## config.mk

```make
export PLATFORM = sky130hd
export DESIGN_NAME = info_regs_apb
export DESIGN_NICKNAME = d
export VERILOG_FILES = /design/src/rtl/soc_pkg.sv /design/src/rtl/info_regs_apb.sv
export VERILOG_INCLUDE_DIRS = /design/src /design/src/rtl
export SDC_FILE = /design/constraint.sdc
export NUM_CORES = 1
export LEC_CHECK = 0
export ABC_AREA = 1
export CAP_MARGIN = 20
export CORE_UTILIZATION = 46
export DETAILED_ROUTE_END_ITERATION = 8
export DONT_BUFFER_PORTS = 1
export HOLD_SLACK_MARGIN = 0.05
export PLACE_DENSITY_LB_ADDON = 0.15
export SETUP_SLACK_MARGIN = 0.02
export SLEW_MARGIN = 20
export SYNTH_ARGS = -nofsm -noshare
export SYNTH_HDL_FRONTEND = slang
export SYNTH_SLANG_ARGS = --single-unit
```

## constraint.sdc

```tcl
create_clock -name clk -period 4.85 [get_ports clk]
set_clock_uncertainty 0.05 [all_clocks]
set_input_delay 0.2425 -clock clk [delete_from_list [all_inputs] [get_ports clk]]
set_output_delay 0.2425 -clock clk [all_outputs]
set_load 0.01 [all_outputs]
```

## src/rtl/soc_macros.svh

```systemverilog
// --------------------
// soc bus widths, counts and address map
// --------------------
`ifndef SOC_MACROS_SVH
`define SOC_MACROS_SVH

// bus widths
`define SOC_ADDR_W 16
`define SOC_DATA_W 16

// masters and slaves on the shared bus
`define SOC_CORES  2
`define SOC_SLAVES 4

// peripheral sizes
`define SOC_GPIO0_PINS 8
`define SOC_GPIO1_PINS 16
`define SOC_BRAM_CELLS 64
`define SOC_REGS_CELLS 8

// slave page lives in the top address nibble
`define SOC_PAGE_MSB 15
`define SOC_PAGE_LSB 12

// slave index per page value, others unmapped
`define SOC_PSELX_GPIO0 0
`define SOC_PSELX_GPIO1 1
`define SOC_PSELX_REGS0 2
`define SOC_PSELX_BRAM0 3

`endif

```

## src/rtl/soc_pkg.sv

```systemverilog
// --------------------
// soc bus types shared by the interconnect and slaves
// --------------------
`include "soc_macros.svh"

package soc_pkg;

    // request from a master, or the shared bus toward the slaves
    typedef struct packed {
        logic [`SOC_ADDR_W-1:0] addr;
        logic                   write;
        logic                   sel;
        logic                   enable;
        logic [`SOC_DATA_W-1:0] wdata;
    } apb_req_t;

    // slave or master response
    typedef struct packed {
        logic [`SOC_DATA_W-1:0] rdata;
        logic                   ready;
    } apb_rsp_t;

    // interconnect phases
    typedef enum logic [1:0] {
        bus_idle,
        bus_setup,
        bus_access
    } bus_state_e;

    // access kind
    typedef enum logic {
        op_read,
        op_write
    } apb_op_e;

endpackage

```

## src/rtl/info_regs_apb.sv

```systemverilog
// --------------------
// soc info registers, R0/R1 read-only counts, R2-R7 scratch
// --------------------
`timescale 1ns/1ps
`include "soc_macros.svh"

module info_regs_apb (
    input  logic              clk,
    input  logic              rst,
    input  soc_pkg::apb_req_t bus_req,
    input  logic              sel,
    output soc_pkg::apb_rsp_t rsp
);

    localparam int IDX_W = $clog2(`SOC_REGS_CELLS);

    logic [`SOC_DATA_W-1:0] scratch [2:`SOC_REGS_CELLS-1];
    logic [IDX_W-1:0]       idx;
    logic                   access;

    assign access = sel && bus_req.enable;
    assign idx    = bus_req.addr[IDX_W-1:0];

    // writes to R0 and R1 are dropped
    always_ff @(posedge clk) begin
        if (rst) begin
            for (int k = 2; k < `SOC_REGS_CELLS; k++) begin
                scratch[k] <= '0;
            end
        end else if (access && bus_req.write && idx >= IDX_W'(2)) begin
            scratch[idx] <= bus_req.wdata;
        end
    end

    always_comb begin
        case (idx)
            IDX_W'(0): rsp.rdata = `SOC_DATA_W'(`SOC_CORES);
            IDX_W'(1): rsp.rdata = `SOC_DATA_W'(`SOC_SLAVES);
            default:   rsp.rdata = scratch[idx];
        endcase
    end

    assign rsp.ready = access;

    // ready only inside an enabled access that followed a select
    a_ready_access: assert property (@(posedge clk) disable iff (rst)
        rsp.ready |-> bus_req.sel && bus_req.enable && $past(bus_req.sel));

endmodule

```

# After elaboration in Yosys (flattened, before gate mapping)
# Memories as Yosys holds them, arrays and structs flattened.
# Cells that the tools add are included.
# Widths: inputs -> output; s select.
# totals
input_bits	38
out_inout_bits	17
word_cells	17
regBits	0
ram_bits	96
n_memories	1
# classes
eq_ne	1
mux	9
n_lt_le_gt_ge	1
reduce_logical	5
# mem_list
memory	words	word_bits	read_ports	rd_clocked_by_memory_dff	write_ports	line	source
scratch	6	16	1	0	6	info_regs_apb.sv:17	logic [`SOC_DATA_W-1:0] scratch [2:`SOC_REGS_CELLS-1];
# ops
cell	count
$pmux 16 s2	1
$mux 16	1
$reduce_or 16->1	1
$mux 1	6
$eq 3x1->1 const B	1
$ge 3x2->1 const B	1
$logic_and 1x1->1	3
$logic_not 3->1	1
$mux 3	1

# Depth between registers and ports, before layout
# depth
word_depth	8
mapped_depth	8
mapped_depth_nobuf	7

# Least setup slack after synthesis
# No wires, ideal clock.
# synth_timing
kind	input port to flip-flop
from	input bus_req[20] (netlist name)
to	memory scratch[5][0] (netlist name) (enable)
slack_ps	3053
t_arrival_ps	1375
setup_time_ps	372
required_ps	4428
cell_stages	7
path_cell_list	buf_6 inv_4 nand2_1 nor2_4 nand3_4 buf_6 nand2_1
# synth_lines
item	line	source
from (decl)	info_regs_apb.sv:10	input soc_pkg::apb_req_t bus_req,
to (decl)	info_regs_apb.sv:17	

==> results.cfg <==
[run_status]
run_status = finished clean

[logic_synthesis]
synth_top_family_by_area = simple AND/OR/NAND/NOR gates
syn_nets = 539
ys_seq_elements = 96
synth_edf_count = 96
synth_compound_area_frac = 0.00743
yosysTopAreaCell = edfxtp_1
synth_warnings = 0
synth.most_common_cell = nand2_1
synthXorXnorAreaFrac = 0
synthFlopType = edfxtp_1
synth_area_leaders = edfxtp_1 61%, nand2_1 9.9%, nor2_1 8.4%
synth_top_area_frac = 0.611
synth_fa_ha_area_frac = 0
avgSynthCellArea_um2 = 9.42
synthTopCellsByCount = 124 x nand2_1, 105 x nor2_1, 96 x edfxtp_1, 71 x inv_1, 51 x nand3_1
yosys.area_share.simple = 0.289
synthesis.area_um2 = 4720
async_flop_share = 0
ys_types = 22
synth_cells = 501
yosys-mux-area-fraction = 0
ys_seq_area_frac = 0.611

[critical_path]
path_cells = nor2_2 -> nand4_4 -> nand2_1
worstPathMaxFanout = 40
worst-path-buf-inv = 0
cp.arrival_ns = 1.97
worstSetupPathType = in2reg
crit_family = simple AND/OR/NAND/NOR gates
crit_cells = 3
crit_path_start_kind = input port
critPathRequiredTime_ns = 4.78
cpMaxStageDelayCell = nand2_1
cpPeakStageDelay_ns = 0.70
end_kind = flop

[finish]
largest_register_ffs = 96
antenna_cells = 0
reg.largest.list = scratch x96
drive_gt1_frac = 0.0606
largest_register = scratch
areaGrowthSynthToFinish_pct = 4.19
stdcell_area_um2 = 4910
fin_nets = 528

[sta]
finalCritPeriodShare = 0.420
finalHoldViolations = 0
max_freq_mhz = 490
rsz0062_at_grt = no
tightest_slew_ns = 0.999
setup_viol = 0
finalCriticalPeriod_ns = 2.04
setup_tns_ns = 0
holdWs_ns = 0.126
slew_viol_final = 0
relSlewSlack = 0.333

[clocking]
numCtsBuffers = 9
postCtsResizedCells = 0
cts_root_buffer = clkbuf_8
cts-htree-levels = 3
hold_buffers = 0
cts_buffer_depth = 2
clk_pin_slew_ns = 0.10
numClockSinks = 96
cts_tree = yes
cts_setup_buffers = 0

[placed_design]
gp_congestion = 0.737
placed_area_um2 = 4730
numPortBuffers = 0
dpl.hpwl_um = 5980

[power_and_ir_drop]
finalPower_uw = 1600
p_per_area_nw_per_um2 = 325
leakagePower_uw = 0.00213
ir_drop_uv = 158

[floorplan]
core_area_um2 = 9860
start_util = 0.478
boundaryPins = 55
die_y_um = 103
fp.dieArea_um2 = 10700
die_w_um = 103
rows = 36

[global_routing]
grt_pass1_vias = 2881
grt.total_usage = 0.207
grt_antenna_before_repair = 0
grt_max_degree = 41
grt_overflow = 0
grt_pass1_wl_um = 15600

[min_path]
min-delay-start = bus_req[12]
holdPathEnd = scratch[3][12]
hp-class = in2reg
whs_path_depth = 2

[route]
viasPerCell = 5.07
drcViolationCount = 0
wl_um = 10200
firstDrtPassIters = 5
route.antenna.remaining_nets = 0
vias = 3184
routedWlPerCell_um = 16.3
drt_iter0_markers = 156

[job]
maxCapViolCount = 0
through the flow:
stage	setup WS (ns)	utilization	std cells
after floorplan	3.05	-	501
after global placement	2.45	0.480	612
after detailed placement	2.40	0.480	612
after CTS	2.78	0.498	628
after global routing	2.67	0.498	628
final	2.81	0.498	628
logic make-up after synthesis:
logic type	after synthesis
AO/OA/AOI/OAI	7
flip-flops	96
buffers and inverters	97
AND/OR/NAND/NOR	301
worst max-delay path by stage:
stage,startpoint,to,slack (ns)
CTS,bus_req[19],scratch[4][2],2.78
finish,bus_req[19],scratch[4][8],2.81
detailed placement,bus_req[19],scratch[4][13],2.40
global route,bus_req[19],scratch[4][2],2.67
floorplan,bus_req[20],scratch[5][0],3.05
global placement,bus_req[19],scratch[4][13],2.45
layer usage:
metal,part of all wire,global-route usage,vias to the layer above
met3,0.051,0.0336,11
met4,0.012,0.0758,0
met1,0.47,0.284,1517
li1,-,-,1574
met5,0,0,-
met2,0.47,0.334,82
report_power, final:
part           leakage (uW)  total [uW]  internal [uW]  switching (uW)
registers          0.000913         965            954            10.7
clock network     0.0000876         505            239             266
logic               0.00113         128           30.8            96.9
placed cells by master, fill, tap and decap left out, types with 2 or more instances in the layout:
cell | netlist | routed
a21oi_1 | 3 | 3
clkbuf_1 | 7 | 4
clkbuf_8 | 0 | 9
edfxtp_1 | 96 | 96
inv_1 | 71 | 71
nand2_1 | 124 | 124
nand3_1 | 51 | 51
nand4_1 | 6 | 6
nand4_4 | 5 | 5
nor2_1 | 105 | 105
nor2_2 | 2 | 2
nor2_4 | 3 | 3
o21ai_0 | 4 | 4
or2_2 | 3 | 3
area by class of cell:
class | instances | area [um2]
timing repair buffer | 1 | 7.51
sequential | 96 | 2880
clock buffer | 13 | 139
clock inverter | 3 | 42.5
inverter | 74 | 280
multi-input combinational | 308 | 1400
fill | 964 | 4950
tap | 133 | 166
Note: power is estimated with default switching activity, not from simulation.
