**src/rtl/soc_macros.svh**
```systemverilog
// --------------------
// soc bus widths, counts and address map
// --------------------
`ifndef SOC_MACROS_SVH
`define SOC_MACROS_SVH

// bus widths
`define SOC_ADDR_W 16
`define SOC_DATA_W 16

// masters and slaves on the shared bus
`define SOC_CORES  2
`define SOC_SLAVES 4

// peripheral sizes
`define SOC_GPIO0_PINS 8
`define SOC_GPIO1_PINS 16
`define SOC_BRAM_CELLS 64
`define SOC_REGS_CELLS 8

// slave page lives in the top address nibble
`define SOC_PAGE_MSB 15
`define SOC_PAGE_LSB 12

// slave index per page value, others unmapped
`define SOC_PSELX_GPIO0 0
`define SOC_PSELX_GPIO1 1
`define SOC_PSELX_REGS0 2
`define SOC_PSELX_BRAM0 3

`endif

```
**src/rtl/soc_pkg.sv**
```systemverilog
// --------------------
// soc bus types shared by the interconnect and slaves
// --------------------
`include "soc_macros.svh"

package soc_pkg;

    // request from a master, or the shared bus toward the slaves
    typedef struct packed {
        logic [`SOC_ADDR_W-1:0] addr;
        logic                   write;
        logic                   sel;
        logic                   enable;
        logic [`SOC_DATA_W-1:0] wdata;
    } apb_req_t;

    // slave or master response
    typedef struct packed {
        logic [`SOC_DATA_W-1:0] rdata;
        logic                   ready;
    } apb_rsp_t;

    // interconnect phases
    typedef enum logic [1:0] {
        bus_idle,
        bus_setup,
        bus_access
    } bus_state_e;

    // access kind
    typedef enum logic {
        op_read,
        op_write
    } apb_op_e;

endpackage

```
**src/rtl/bram_apb.sv**
```systemverilog
// --------------------
// block ram slave, one wait state per access
// --------------------
`timescale 1ns/1ps
`include "soc_macros.svh"

module bram_apb #(
    parameter int MEM_DEPTH = 64
) (
    input  logic              clk,
    input  logic              rst,
    input  soc_pkg::apb_req_t bus_req,
    input  logic              sel,
    output soc_pkg::apb_rsp_t rsp
);

    localparam int IDX_W = $clog2(MEM_DEPTH);

    logic [`SOC_DATA_W-1:0] mem [MEM_DEPTH];
    logic [`SOC_DATA_W-1:0] rdata_q;
    logic                   wait_q;
    logic                   access;
    logic [IDX_W-1:0]       idx;

    assign access = sel && bus_req.enable;
    // address wraps modulo the depth
    assign idx    = bus_req.addr[IDX_W-1:0];

    // set during the first access cycle, cleared as the access completes
    always_ff @(posedge clk) begin
        if (rst) begin
            wait_q <= 1'b0;
        end else if (access) begin
            wait_q <= !wait_q;
        end else begin
            wait_q <= 1'b0;
        end
    end

    // registered read in the wait cycle, write on the completing edge
    always_ff @(posedge clk) begin
        if (access && !wait_q) begin
            rdata_q <= mem[idx];
        end
        if (access && wait_q && bus_req.write) begin
            mem[idx] <= bus_req.wdata;
        end
    end

    assign rsp.ready = access && wait_q;
    assign rsp.rdata = rdata_q;

    // completion needs the bus select and an address held through the wait cycle
    a_ready_wait: assert property (@(posedge clk) disable iff (rst)
        rsp.ready |-> bus_req.sel && bus_req.enable && $stable(bus_req.addr));

endmodule

```
**config.mk**
```make
export PLATFORM = sky130hd
export DESIGN_NAME = bram_apb
export DESIGN_NICKNAME = d
export VERILOG_FILES = /design/src/rtl/soc_pkg.sv /design/src/rtl/bram_apb.sv
export VERILOG_INCLUDE_DIRS = /design/src /design/src/rtl
export SDC_FILE = /design/constraint.sdc
export NUM_CORES = 1
export LEC_CHECK = 0
export ABC_AREA = 1
export BUFFER_PORTS_ARGS = -buffer_cell sky130_fd_sc_hd__buf_2
export CAP_MARGIN = 5
export CELL_PAD_IN_SITES_DETAIL_PLACEMENT = 1
export CELL_PAD_IN_SITES_GLOBAL_PLACEMENT = 1
export CORE_ASPECT_RATIO = 1.25
export CORE_MARGIN = 4
export CORE_UTILIZATION = 30
export CTS_BUF_LIST = sky130_fd_sc_hd__clkbuf_16
export CTS_CLUSTER_DIAMETER = 200
export CTS_CLUSTER_SIZE = 10
export DETAILED_ROUTE_END_ITERATION = 6
export HOLD_SLACK_MARGIN = 0.06
export PLACE_DENSITY_LB_ADDON = 0.08
export SLEW_MARGIN = 40
export SYNTH_ARGS = -nofsm -noshare
export SYNTH_HDL_FRONTEND = slang
export SYNTH_SLANG_ARGS = --single-unit
```
**constraint.sdc**
```tcl
create_clock -name clk -period 2.78 [get_ports clk]
set_input_delay 0.556 -clock clk [delete_from_list [all_inputs] [get_ports clk]]
set_output_delay 0.556 -clock clk [all_outputs]
set_load 0.03 [all_outputs]
```
==> Word-level counts from Yosys, hierarchy flattened <==
Memories as Yosys holds them, arrays and structs flattened. A register that Yosys moved wholly into a read port is not among the register bits.
Index checks and enable logic that the tools add are counted.
{ "totals": {"elab_cells": 11, "mem_count": 1, "mem_bits_rw": 1024, "regBits": 1, "out_inout_bits": 17} }
{ "op_classes": {"n_mux": 2, "reduce_logical": 6, "bitwise": 1} }
{ "mem_list": {"columns": ["memory", "depth", "width", "read_ports", "rd_clocked_by_memory_dff", "write_ports", "line_no", "rtl"], "rows": [
  ["mem", 64, 16, 1, 1, 1, "bram_apb.sv:19", "logic [`SOC_DATA_W-1:0] mem [MEM_DEPTH];"]
]} }
{ "ops": {"columns": ["cell", "count"], "rows": [
  ["1-bit logical AND", 4],
  ["1-bit 2-to-1 mux", 2],
  ["2-bit OR reduction", 1],
  ["1-bit logical NOT", 1],
  ["1-bit NOT", 1]
]} }

==> Longest topological paths before layout <==
{ "logic_depth": {"depth_word": 5, "mapped_depth": 15} }

==> Least setup slack after synthesis <==
No wires, ideal clock.
{ "synth_path": {"kind": "input-to-reg", "startpoint": "input bus_req[19] (netlist name)", "endpoint": "memory mem[14][0] (netlist name), enable pin", "required_ns": 2.391, "stages": 7, "setup_ns": 0.389, "slack_ns": 0.276, "n_path_buf": 4, "arrival_ns": 2.115, "cell_sequence": "buf_4 > inv_2 > buf_6 > buf_6 > buf_4 > nand4_1 > nor2_1"} }
{ "synth_lines": {"columns": ["item", "line_no", "rtl"], "rows": [
  ["from (decl)", "bram_apb.sv:12", "input soc_pkg::apb_req_t bus_req,"],
  ["to (decl)", "bram_apb.sv:19", null]
]} }
Straight into the memory's write port.

==> results.cfg <==
[final_layout]
area_growth_pct = 16.9
drive_above_1_share_pct = 8.99
nets = 4454

[die]
die_w_um = 350
ios = 55
die_h_um = 435
core_area_um2 = 145000
fp-row-count = 156
initial_utilization_pct = 30.3
fp.dieArea_um2 = 152000

[clock_tree]
post-cts-setup-buffer-count = 0
clk_pin_slew_ns = 0.06
clock_path_buffers = 3
postCtsResizedCells = 0
hold_buffers = 1
htreeDepth = 3
clock_sinks = 1041
cts_buffers = 114
cts_tree = built
clock-root-buffer = clkbuf_16
worstSkewPairLatency_ns = 0.73

[synthesis]
synth_top_cell_area_share_pct = 71.3
synth_xor_area_share_pct = 0
synth_cell_types = 22
yosysSeqAreaShare_pct = 71.3
syn_avg_cell_area_um2 = 10.3
synth_top_family_by_area = simple AND/OR/NAND/NOR gates
synth_area_um2 = 43800
synthSimpleGateAreaFrac_pct = 25.7
ys_ff_latch = 1041
synth-compound-area-share_pct = 0.166
yosys_warnings = 0
ys_top_cells_by_area = edfxtp_1, nand2_1, buf_2, nor2_1, buf_4
synthAdderAreaFrac_pct = 0
synth_top_area_cell = edfxtp_1
netlist_instances = 4260
syn_nets = 4298
synthMuxAreaShare_pct = 0

[power_and_ir_drop]
power_density_nw_per_um2 = 638
power.net_switching_uw = 7550
ir_drop_mv = 0.449
p_leak_uw = 0.0210
sw_frac_of_total_pct = 23.1
clkPwrFrac_pct = 40.4
seq_power_share_pct = 53.0
p_comb_share_pct = 6.7
p_int_uw = 25100

[run]
drv_cap = 0

[timing]
whs_ns = 0.194
rsz0062_at_grt = no
fmax_mhz = 492
slew_headroom_pct = 46.0
setup-tns-final_ns = 0
setup_viol = 0
clock_skew_ns = 0.0440
slew_viol_final = 0
layout_min_cycle_time_ns = 2.03
timing.final.crit_share_pct = 73.1
hold_viol = 0
tightestPinTransition_ns = 0.811

[critical_path]
critPathKind = reg -> out
critPathCaptureType = primary output
critPathRequiredTime_ns = 2.22
critical_path_arrival_ns = 1.48
crit_fanout = 3
critPathLaunchType = flip-flop

[route]
antenna_left = 0
post_drt_wl_per_cell_um = 22.4
avgViaCountPerCell = 4.58
drt-total-wl_um = 142000
remaining_drc_errors = 0
drtPass1Iterations = 4
drt_iter0_drc = 1542
vias = 29000

[hold_path]
min_path_type = in -> reg

[global_route]
grt-ovfl-total = 0
grtUsageTotal_pct = 18.7
antenna_found_initial = 4
grt_pass1_wl_um = 208000
grt_start_max_net_pins = 78
grt_pass1_vias = 30100

[placed_design]
gp_congestion = 0.754
dpl.hpwl_um = 86700
place.port_buffers = 43

[outcome]
status = finished clean
-- power by group through the flow --
stage / sequential, µW / clock, µW / combinational [µW]
CTS: 17300 / 13700 / 2280
finish: 17300 / 13200 / 2180
detailed placement: 17600 / 0 / 2270
floorplan: 17700 / 0 / 1080
global route: 17300 / 14300 / 2470
global placement: 17600 / 0 / 2250
-- layer usage --
metal / wire length [µm] / GRT usage, % / vias up
li1: - / - / 14000
met1: 63100 / 24.4 / 14500
met2: 71000 / 32.6 / 319
met3: 3960 / 2.28 / 146
met4: 3440 / 5.32 / 0
met5: 0 / 0 / -
-- synth_stat cells --
master and count:
nor3_1 1, buf_6 12, nor2_1 109, or2_2 4
or2_1 2, o211ai_1 5, dfxtp_1 1, buf_2 91
edfxtp_1 1040, nand4_1 2, nor3_2 5, o21ai_1 4
o21ai_0 3, nor3_4 3, nor3b_2 1, nand3_1 13
inv_1 19, buf_1 11, inv_2 10, nand2_1 2833
clkbuf_1 56, buf_4 35
-- cells by family after synthesis --
family                 count (synthesis)
AOI/OAI and AO/OA                     12
buffers and inverters                234
DFF                                 1041
and+or+nand+nor                     2973
-- critical path, cell delays in order, from the launching register on --
cell and delay [ns]:
dfxtp_1 0.36, inv_1 0.08, nor2_1 0.12, buf_2 0.21
-- final timing paths --
| check | startpoint | to | slack, ns | cells after the start |
|---|---|---|---|---|
| hold reg to reg | wait_q | wait_q | 0.47 | 1 |
| setup / recovery | wait_q | rsp[0] | 0.75 | 3 |
| hold / removal | bus_req[16] | wait_q | 0.19 | 3 |
| setup reg to reg | wait_q | mem[34][7] | 0.81 | 7 |
-- layout make-up --
cell class	instances	area (µm²)
Clock inverter	13	71.3
Sequential cell	1041	31300
Tap cell	1896	2370
Fill cell	16000	93600
Clock buffer	116	2900
Multi-Input combinational cell	2985	11400
Antenna cell	3	7.51
Timing Repair Buffer	245	3130
Inverter	29	126
-- cells in the final DEF, fill, tap and decap left out, types with 5 or more instances in the layout --
cell / count
nor2_1: 97
edfxtp_1: 1040
buf_12: 104
nor3_2: 5
nor2_2: 12
nand3_1: 13
inv_1: 29
inv_2: 7
buf_4: 105
nand2_1: 2833
buf_6: 8
clkbuf_16: 116
o211ai_1: 5
buf_2: 25
-- metrics by stage --
step | setup slack (ns) | power (µW) | utilization, % | cells | area (µm²)
floorplan | 0.276 | 18700 | - | 4260 | 43800
global placement | 0.197 | 19900 | 33.3 | 6193 | 48200
detailed placement | 0.202 | 19900 | 33.3 | 6195 | 48200
CTS | 0.670 | 33300 | 35.4 | 6325 | 51200
global route | 0.668 | 34000 | 35.4 | 6326 | 51200
finish | 0.748 | 32700 | 35.4 | 6328 | 51200
-- state kept, by name, indices dropped and copies added (netlist names) --
name,flops
mem,1024
wait_q,1
rdata_q,16
(Power assumes the default switching activity.)
