`src/rtl/soc_macros.svh`:
```
// --------------------
// soc bus widths, counts and address map
// --------------------
`ifndef SOC_MACROS_SVH
`define SOC_MACROS_SVH

// bus widths
`define SOC_ADDR_W 16
`define SOC_DATA_W 16

// masters and slaves on the shared bus
`define SOC_CORES  2
`define SOC_SLAVES 4

// peripheral sizes
`define SOC_GPIO0_PINS 8
`define SOC_GPIO1_PINS 16
`define SOC_BRAM_CELLS 64
`define SOC_REGS_CELLS 8

// slave page lives in the top address nibble
`define SOC_PAGE_MSB 15
`define SOC_PAGE_LSB 12

// slave index per page value, others unmapped
`define SOC_PSELX_GPIO0 0
`define SOC_PSELX_GPIO1 1
`define SOC_PSELX_REGS0 2
`define SOC_PSELX_BRAM0 3

`endif

```
`src/rtl/soc_pkg.sv`:
```
// --------------------
// soc bus types shared by the interconnect and slaves
// --------------------
`include "soc_macros.svh"

package soc_pkg;

    // request from a master, or the shared bus toward the slaves
    typedef struct packed {
        logic [`SOC_ADDR_W-1:0] addr;
        logic                   write;
        logic                   sel;
        logic                   enable;
        logic [`SOC_DATA_W-1:0] wdata;
    } apb_req_t;

    // slave or master response
    typedef struct packed {
        logic [`SOC_DATA_W-1:0] rdata;
        logic                   ready;
    } apb_rsp_t;

    // interconnect phases
    typedef enum logic [1:0] {
        bus_idle,
        bus_setup,
        bus_access
    } bus_state_e;

    // access kind
    typedef enum logic {
        op_read,
        op_write
    } apb_op_e;

endpackage

```
`src/rtl/gpio_apb.sv`:
```
// --------------------
// gpio output register on the apb bus
// --------------------
`timescale 1ns/1ps
`include "soc_macros.svh"

module gpio_apb #(
    parameter int PORTS = 8
) (
    input  logic              clk,
    input  logic              rst,
    input  soc_pkg::apb_req_t bus_req,
    input  logic              sel,
    output soc_pkg::apb_rsp_t rsp,
    output logic [PORTS-1:0]  gpio
);

    logic access;

    assign access = sel && bus_req.enable;

    // any address hits the one register
    always_ff @(posedge clk) begin
        if (rst) begin
            gpio <= '0;
        end else if (access && bus_req.write) begin
            gpio <= bus_req.wdata[PORTS-1:0];
        end
    end

    // no wait states
    assign rsp.ready = access;
    assign rsp.rdata = `SOC_DATA_W'(gpio);

endmodule

```
`config.mk`:
```
export PLATFORM = sky130hd
export DESIGN_NAME = gpio_apb
export DESIGN_NICKNAME = d
export VERILOG_FILES = /design/src/rtl/soc_pkg.sv /design/src/rtl/gpio_apb.sv
export VERILOG_INCLUDE_DIRS = /design/src /design/src/rtl
export SDC_FILE = /design/constraint.sdc
export NUM_CORES = 1
export LEC_CHECK = 0
export ABC_CLOCK_PERIOD_IN_PS = 800
export BUFFER_PORTS_ARGS = -buffer_cell sky130_fd_sc_hd__buf_2
export CORE_UTILIZATION = 31
export CTS_BUF_LIST = sky130_fd_sc_hd__clkbuf_16
export CTS_CLUSTER_SIZE = 40
export DETAILED_ROUTE_END_ITERATION = 16
export GPL_TIMING_DRIVEN = 0
export HOLD_SLACK_MARGIN = 0.02
export PLACE_DENSITY = 0.78
export RECOVER_POWER = 100
export SLEW_MARGIN = 30
export SYNTH_ARGS = -nofsm -noshare
export SYNTH_HDL_FRONTEND = slang
export SYNTH_SLANG_ARGS = --single-unit
```
`constraint.sdc`:
```
create_clock -name clk -period 0.8 [get_ports clk]
set_clock_uncertainty 0.05 [all_clocks]
set_input_delay 0.08 -clock clk [delete_from_list [all_inputs] [get_ports clk]]
set_output_delay 0.08 -clock clk [all_outputs]
set_load 0.01 [all_outputs]
```
## Word-level counts from Yosys, hierarchy flattened

Cells that the tools add are included.

| cells by class | value |
|---|---|
| reductions and logical operators | 2 |

Operators by type and width:

| cell | count |
|---|---|
| logical AND 1 bit | 2 |

| word-level totals | value |
|---|---|
| bits in registers | 8 |
| input port bits | 38 |
| output and inout port bits | 25 |

## Logic depth before layout (Yosys ltp)

Gate-level depths: netlist (run 1).

| depth | value |
|---|---|
| depth after elaboration | 2 |
| depth in mapped cells | 3 |
| gate-level depth less buffers | 2 |

## Worst setup path after synthesis (run 1)

Ideal clock, no wire load.

| timing path | value |
|---|---|
| kind | input to register |
| start point | input port bus_req[18] in the netlist's numbering |
| end point | register gpio[0] |
| library setup time | 119 ps |
| arrival | 488 ps |
| required time | 631 ps |
| setup slack | 143 ps |
| cell stages on the path | 3 |
| path buffers | 1 |
| cell sequence | and3_1 -> buf_6 -> mux2i_1 |

| between the ends | value |
|---|---|
| longest elaborated chain between the ends | 1 |

Ends and longest elaborated chain:

| element | RTL line | text |
|---|---|---|
| from (decl) | gpio_apb.sv:12 | `input soc_pkg::apb_req_t bus_req,` |
| logical AND 1 bit | gpio_apb.sv:26 | `end else if (access && bus_req.write) begin` |
| to (signal assigned) | gpio_apb.sv:27 | `gpio <= bus_req.wdata[PORTS-1:0];` |
| to (decl) | gpio_apb.sv:15 | `output logic [PORTS-1:0] gpio` |

Every way passes these cells.
A chain may end at the register's enable or synchronous reset.

## Worst setup path in the final report (run 1)

| timing path | value |
|---|---|
| start point | register gpio[2] |
| end point | output port rsp[3] in the netlist's numbering |

RTL lines:

| element | RTL line | text |
|---|---|---|
| to (decl) | gpio_apb.sv:14 | `output soc_pkg::apb_rsp_t rsp,` |

No word-level cell between the ends.

==> run metrics, run 1 <==
detailed-route via count 442; Avg Inst Size Synth ~9 µm²; GRT Resource Usage Total ~12%; Peak VDD IR 1070 µV; Synth warnings 0; Hold WS a little over 0.05 ns; combinational power share 15.6%; status finished with violations; Setup CP Type flop to output pin; Starting Density 33.2%; Root Buffer clkbuf_16; largest registers gpio (8); met2 WL ~460 µm; Cells after Synth between 50 and 60; Die Width ~42 µm; Worst-Skew Late Latency about 0.23 ns; Net Sw Frac a little under a fifth; Post-synth EDFFs 0; WL/cell about 8.7 µm; sequential share of power a little under 30%; die footprint roughly 1800 µm²; Critical Path Source Type flop; Synth cell types 9; leading area contributor after synthesis dfxtp_1; PortBufs 29; #FFs+latches synth 8; Worst-path clk slew roughly 0.040 ns; fin crit share 112%; initial antenna violation count 0; count leader, synth buf_4; Critical path origin gpio[2]; Reg-to-Reg Start gpio[6]; Net Switching ~0.28 mW; Clock Path Buffers 2; share of the synthesized area in the top cell type between 30% and 40%; die height between 40 and 50 µm; Static Leak around 0.44 nW; crit path DAT about 0.77 ns; Pint 1.21 mW; Synth top cells by count buf_4 (17), nand2b_1 (16), dfxtp_1 (8), mux2i_1 (8); Vias/cell approximately 4.1; failing checks negative setup slack; Hold Path Cell Cnt 3; DR iter-0 viols 5; drt pass-1 iters 3; GP Congestion 0.603; wire length on met3 68 µm; DP Wirelength around 700 µm; Power Dens Cells 1730 nW/µm²; layout cells sized above 1 between 60% and 70%; Top reg by flops gpio; max-cap viol count 0; Rows 14; crit-path max FO 3; final net count 133; Antenna Cells 0; Async SR Flop Fraction 0%; setup ws final -0.0967 ns; Synth Cell Area about 500 µm²; CTS tree built; reg2reg end gpio[6]; Max Fclk about 1.1 GHz; DR top layer met4; worst path required time 0.67 ns; largest net degree at the start of global routing 11; Tmin final about 0.90 ns; H-tree depth 1; TNS Setup -0.869 ns; ys flop type dfxtp_1; FF-to-FF path depth 2; Hold Fails Final Rpt 0; post-synthesis sequential area ratio 32.0%; Post-Route WL between 900 and 1000 µm; RSZ-0062 raised after global routing true; Layout area overhead 72.3%; r2r setup slk approximately 0.16 ns; Power, Total between 1 and 1.5 mW; Final Util a little under three fifths; total core area 1510 µm²; Fillers roughly 150; I/O pin count 63; first-pass GRT wire length 1560 µm; endpoints failing setup 16; DRC Markers 0; clock buffer count from CTS 3; crit end category output pin; GRT overflow 0; worst min path class input port to flop; max reg flops 8; final antenna-violating net count 0; Slew Limit Fails 0; DRT met1 WL between 300 and 400 µm; main area contributors after synthesis dfxtp_1 (32%), buf_4 (26%), nand2b_1 (20%); clk sinks 8; Clock Power Share a little under three fifths; crit path to rsp[3]; vias in the first global route 380
[critical path: stages (launching register included)]
cell and delay, ns:
dfxtp_2 0.32, buf_6 0.11, buf_6 0.11
[repair_timing]
item / 4_1_cts / 5_1_grt
resized for setup: 24 / 1
hold buffers: 0 / 0
pin swaps: 0 / 0
setup buffers: 0 / 0
setup endpoints to repair: 16 / 16
[layout make-up]
cell class / count / area, µm² / area share [%]
Tap cell: 16 / 20.0 / 2.32
Buffer: 19 / 174 / 20.2
Multi-Input combinational cell: 34 / 223 / 25.8
Clock buffer: 3 / 75.1 / 8.71
Timing Repair Buffer: 29 / 200 / 23.2
Sequential cell: 8 / 170 / 19.7
[logic make-up after synthesis]
kind of cell           count (synthesis)  synth area share, %
other                                  1                0.749
multiplexers                           8                 16.0
AND/OR/NAND/NOR                       18                 22.5
buffers and inverters                 19                 28.7
flip-flops                             8                 32.0
[stage by stage]
step / area (µm²) / cells / worst slack (ns)
after CTS: 857 / 109 / -0.0979
after global routing: 862 / 109 / -0.115
final: 862 / 109 / -0.0967
after floorplan: 527 / 61 / 0.143
after global placement: 692 / 106 / 0.0113
after detailed placement: 692 / 106 / 0.000784
[cell usage in the layout, fill, tap and decap left out]
| master | instances |
|---|---|
| buf_2 | 19 |
| clkbuf_16 | 3 |
| buf_4 | 9 |
| dfxtp_2 | 8 |
| buf_6 | 18 |
| mux2i_1 | 8 |
| conb_1 | 8 |
| clkbuf_1 | 1 |
| and3_1 | 1 |
| and2_1 | 1 |
| clkbuf_2 | 1 |
| nand2b_1 | 16 |
[metal layers]
| metal | up-vias | track usage (%) |
|---|---|---|
| met5 | - | 0 |
| li1 | 225 | - |
| met2 | 20 | 20.0 |
| met3 | 6 | 4.74 |
| met1 | 191 | 12.3 |
| met4 | 0 | 8.75 |
[how the worst min path moves through the flow]
stage | end | slack [ns] | from
after global placement | gpio[0] | 0.29 | bus_req[0]
after floorplan | gpio[0] | 0.18 | bus_req[0]
after detailed placement | gpio[4] | 0.30 | bus_req[4]
after global routing | gpio[6] | 0.07 | bus_req[6]
final | gpio[5] | 0.05 | bus_req[5]
after CTS | gpio[5] | 0.06 | bus_req[5]
[power by group through the flow]
stage	registers (mW)	clock network [mW]	logic (mW)
floorplan	0.437	0	0.130
global placement	0.430	0	0.200
detailed placement	0.431	0	0.204
CTS	0.430	0.839	0.231
global route	0.432	0.886	0.251
finish	0.431	0.827	0.232
No activity file was read; power rests on OpenSTA's default activity.
==> run 2, diff against run 1 <==
- ABC_CLOCK_PERIOD_IN_PS: 800 -> 1100
- CORE_UTILIZATION: 31 -> 33
- CTS_CLUSTER_SIZE: 40 -> default
- PLACE_DENSITY: 0.78 -> 0.82
- clock period: 0.8 -> 1.1 ns (I/O delays scaled with it)
==> run metrics, run 2 (synthesized netlist as in run 1, its figures left out) <==
FF-to-FF path depth 2 (unchanged); die footprint 1680 µm² (was 1780 µm²); first-pass GRT wire length 1200 µm (was 1560 µm); RSZ-0062 raised after global routing false (was true); Max Fclk ~1 GHz; GRT Resource Usage Total 11.7% (was 12.1%); cell area after layout 746 µm² (was 862 µm²); Hold Path Cell Cnt 3 (unchanged); initial antenna violation count 0 (unchanged); layout cells sized above 1 37.6% (was 62.4%); Hold Fails Final Rpt 0 (unchanged); CTS resizes 0 (was 24); worst min path class input port to flop (unchanged); Area after DPL 691 µm² (was 692 µm²); reg2reg end gpio[1] (was gpio[6]); drt pass-1 iters 4 (was 3); final non-filler cell total 108 (was 109); Place WS 0.266 ns (was 0.000784 ns); largest net degree at the start of global routing 11 (unchanged); r2r setup slk 0.45 ns (was 0.16 ns); Top reg by flops gpio (unchanged); GRT overflow 0 (unchanged); H-tree depth 1 (unchanged); Hold Startpoint bus_req[7] (was bus_req[5]); Starting Density 37.1% (was 33.2%); die height 40.9 µm (was 42.2 µm); detailed-route via count 425 (was 442); Worst-path clk slew 0.04 ns (about the same); cts hold-fix bufs 0 (unchanged); # Post-CTS Setup Buffers 0 (unchanged); crit-path max FO 3 (unchanged); status completed (was finished with violations); Power, Total 1.06 mW (was 1.49 mW); placed cell count 105 (was 106); Hold EP gpio[7] (was gpio[5]); setup ws final 0.113 ns (was -0.0967 ns); most common cell after layout, fill and taps aside buf_4 (was buf_2); GP Congestion 0.606 (was 0.603); Layout area overhead 49.0% (was 72.3%); Final Util 55.2% (was 57.2%); max-cap viol count 0 (unchanged); crit end category output pin (unchanged); Reg-to-Reg Start gpio[1] (was gpio[6]); endpoints failing setup 0 (was 16); Critical Path Source Type flop (unchanged); Hold WS 0.0871 ns (was 0.0509 ns); Die Width 40.9 µm (was 42.2 µm); Antenna Cells 0 (unchanged); TNS Setup 0 ns (was -0.869 ns); Vias/cell 3.94 (was 4.06); WL/cell 8.36 µm (was 8.74 µm); Fillers 135 (was 148); final antenna-violating net count 0 (unchanged); commonest cells after routing, fill and taps aside buf_4 (17), nand2b_1 (16), clkbuf_1 (16), buf_2 (13) (was buf_2 (19), buf_6 (18), nand2b_1 (16), buf_4 (9)); Post-Route WL 903 µm (was 953 µm); clock buffer count from CTS 3 (unchanged); Peak VDD IR 798 µV (was 1070 µV); Rows 13 (was 14); Static Leak 0.363 nW (was 0.443 nW); Slew Limit Fails 0 (unchanged); Worst-Skew Late Latency 0.23 ns (about the same); I/O pin count 63 (unchanged); DRC Markers 0 (unchanged); vias in the first global route 337 (was 380); Setup CP Type flop to output pin (unchanged); final net count 133 (unchanged); max reg flops 8 (unchanged); CTS tree built (unchanged); Tmin final about 1 ns; PortBufs 29 (unchanged); largest registers gpio (8) (unchanged); total core area 1350 µm² (was 1510 µm²); Clock Path Buffers 2 (unchanged); Power Dens Cells 1420 nW/µm² (was 1730 nW/µm²); fin crit share about 90%; DR iter-0 viols 1 (was 5); worst path required time 0.94 ns (was 0.67 ns); DP Wirelength 697 µm (was 704 µm); crit path DAT 0.83 ns (was 0.77 ns); Root Buffer clkbuf_16 (unchanged); clk sinks 8 (unchanged)
==> run 2: cell types whose count changed in the layout (fill, tap and decap cells not counted), sizes merged <==
cell / delta
buf: -15
clkbuf: +15
==> run 2: how the worst max path moves through the flow <==
| stage | startpoint | to |
|---|---|---|
| CTS | gpio[0] | rsp[1] |
| detailed placement | sel | gpio[4] |
| global placement | rst | gpio[4] |
| floorplan | bus_req[18] | gpio[0] |
| finish | gpio[0] | rsp[1] |
| global route | gpio[0] | rsp[1] |
==> run 2: layout make-up <==
type                            instances  area [µm²]  share of cell area, %
Multi-Input combinational cell         34         223                   29.9
Sequential cell                         8         160                   21.5
Buffer                                 19         144                   19.3
Timing Repair Buffer                   29         125                   16.8
Clock buffer                            3        75.1                   10.1
Tap cell                               15        18.8                   2.52
==> run 2: worst max-delay path: stages (launching register included) <==
cell and delay, ns:
dfxtp_1 0.35, buf_4 0.11, clkbuf_1 0.13
==> run 2: power by group <==
group / switching (mW) / internal [mW] / total (mW) / leakage (nW)
Clock: 0.136 / 0.468 / 0.604 / 0.0370
Combinational: 0.0615 / 0.0807 / 0.142 / 0.261
Sequential: 0.00770 / 0.302 / 0.310 / 0.0650
==> run 2: layer usage <==
layer | vias up | global-route usage (%) | wire, µm
met5 | - | 0 | 0
met4 | 0 | 10.0 | 17
met3 | 2 | 4.89 | 128
met2 | 30 | 20.3 | 384
met1 | 171 | 10.2 | 374
li1 | 222 | - | -
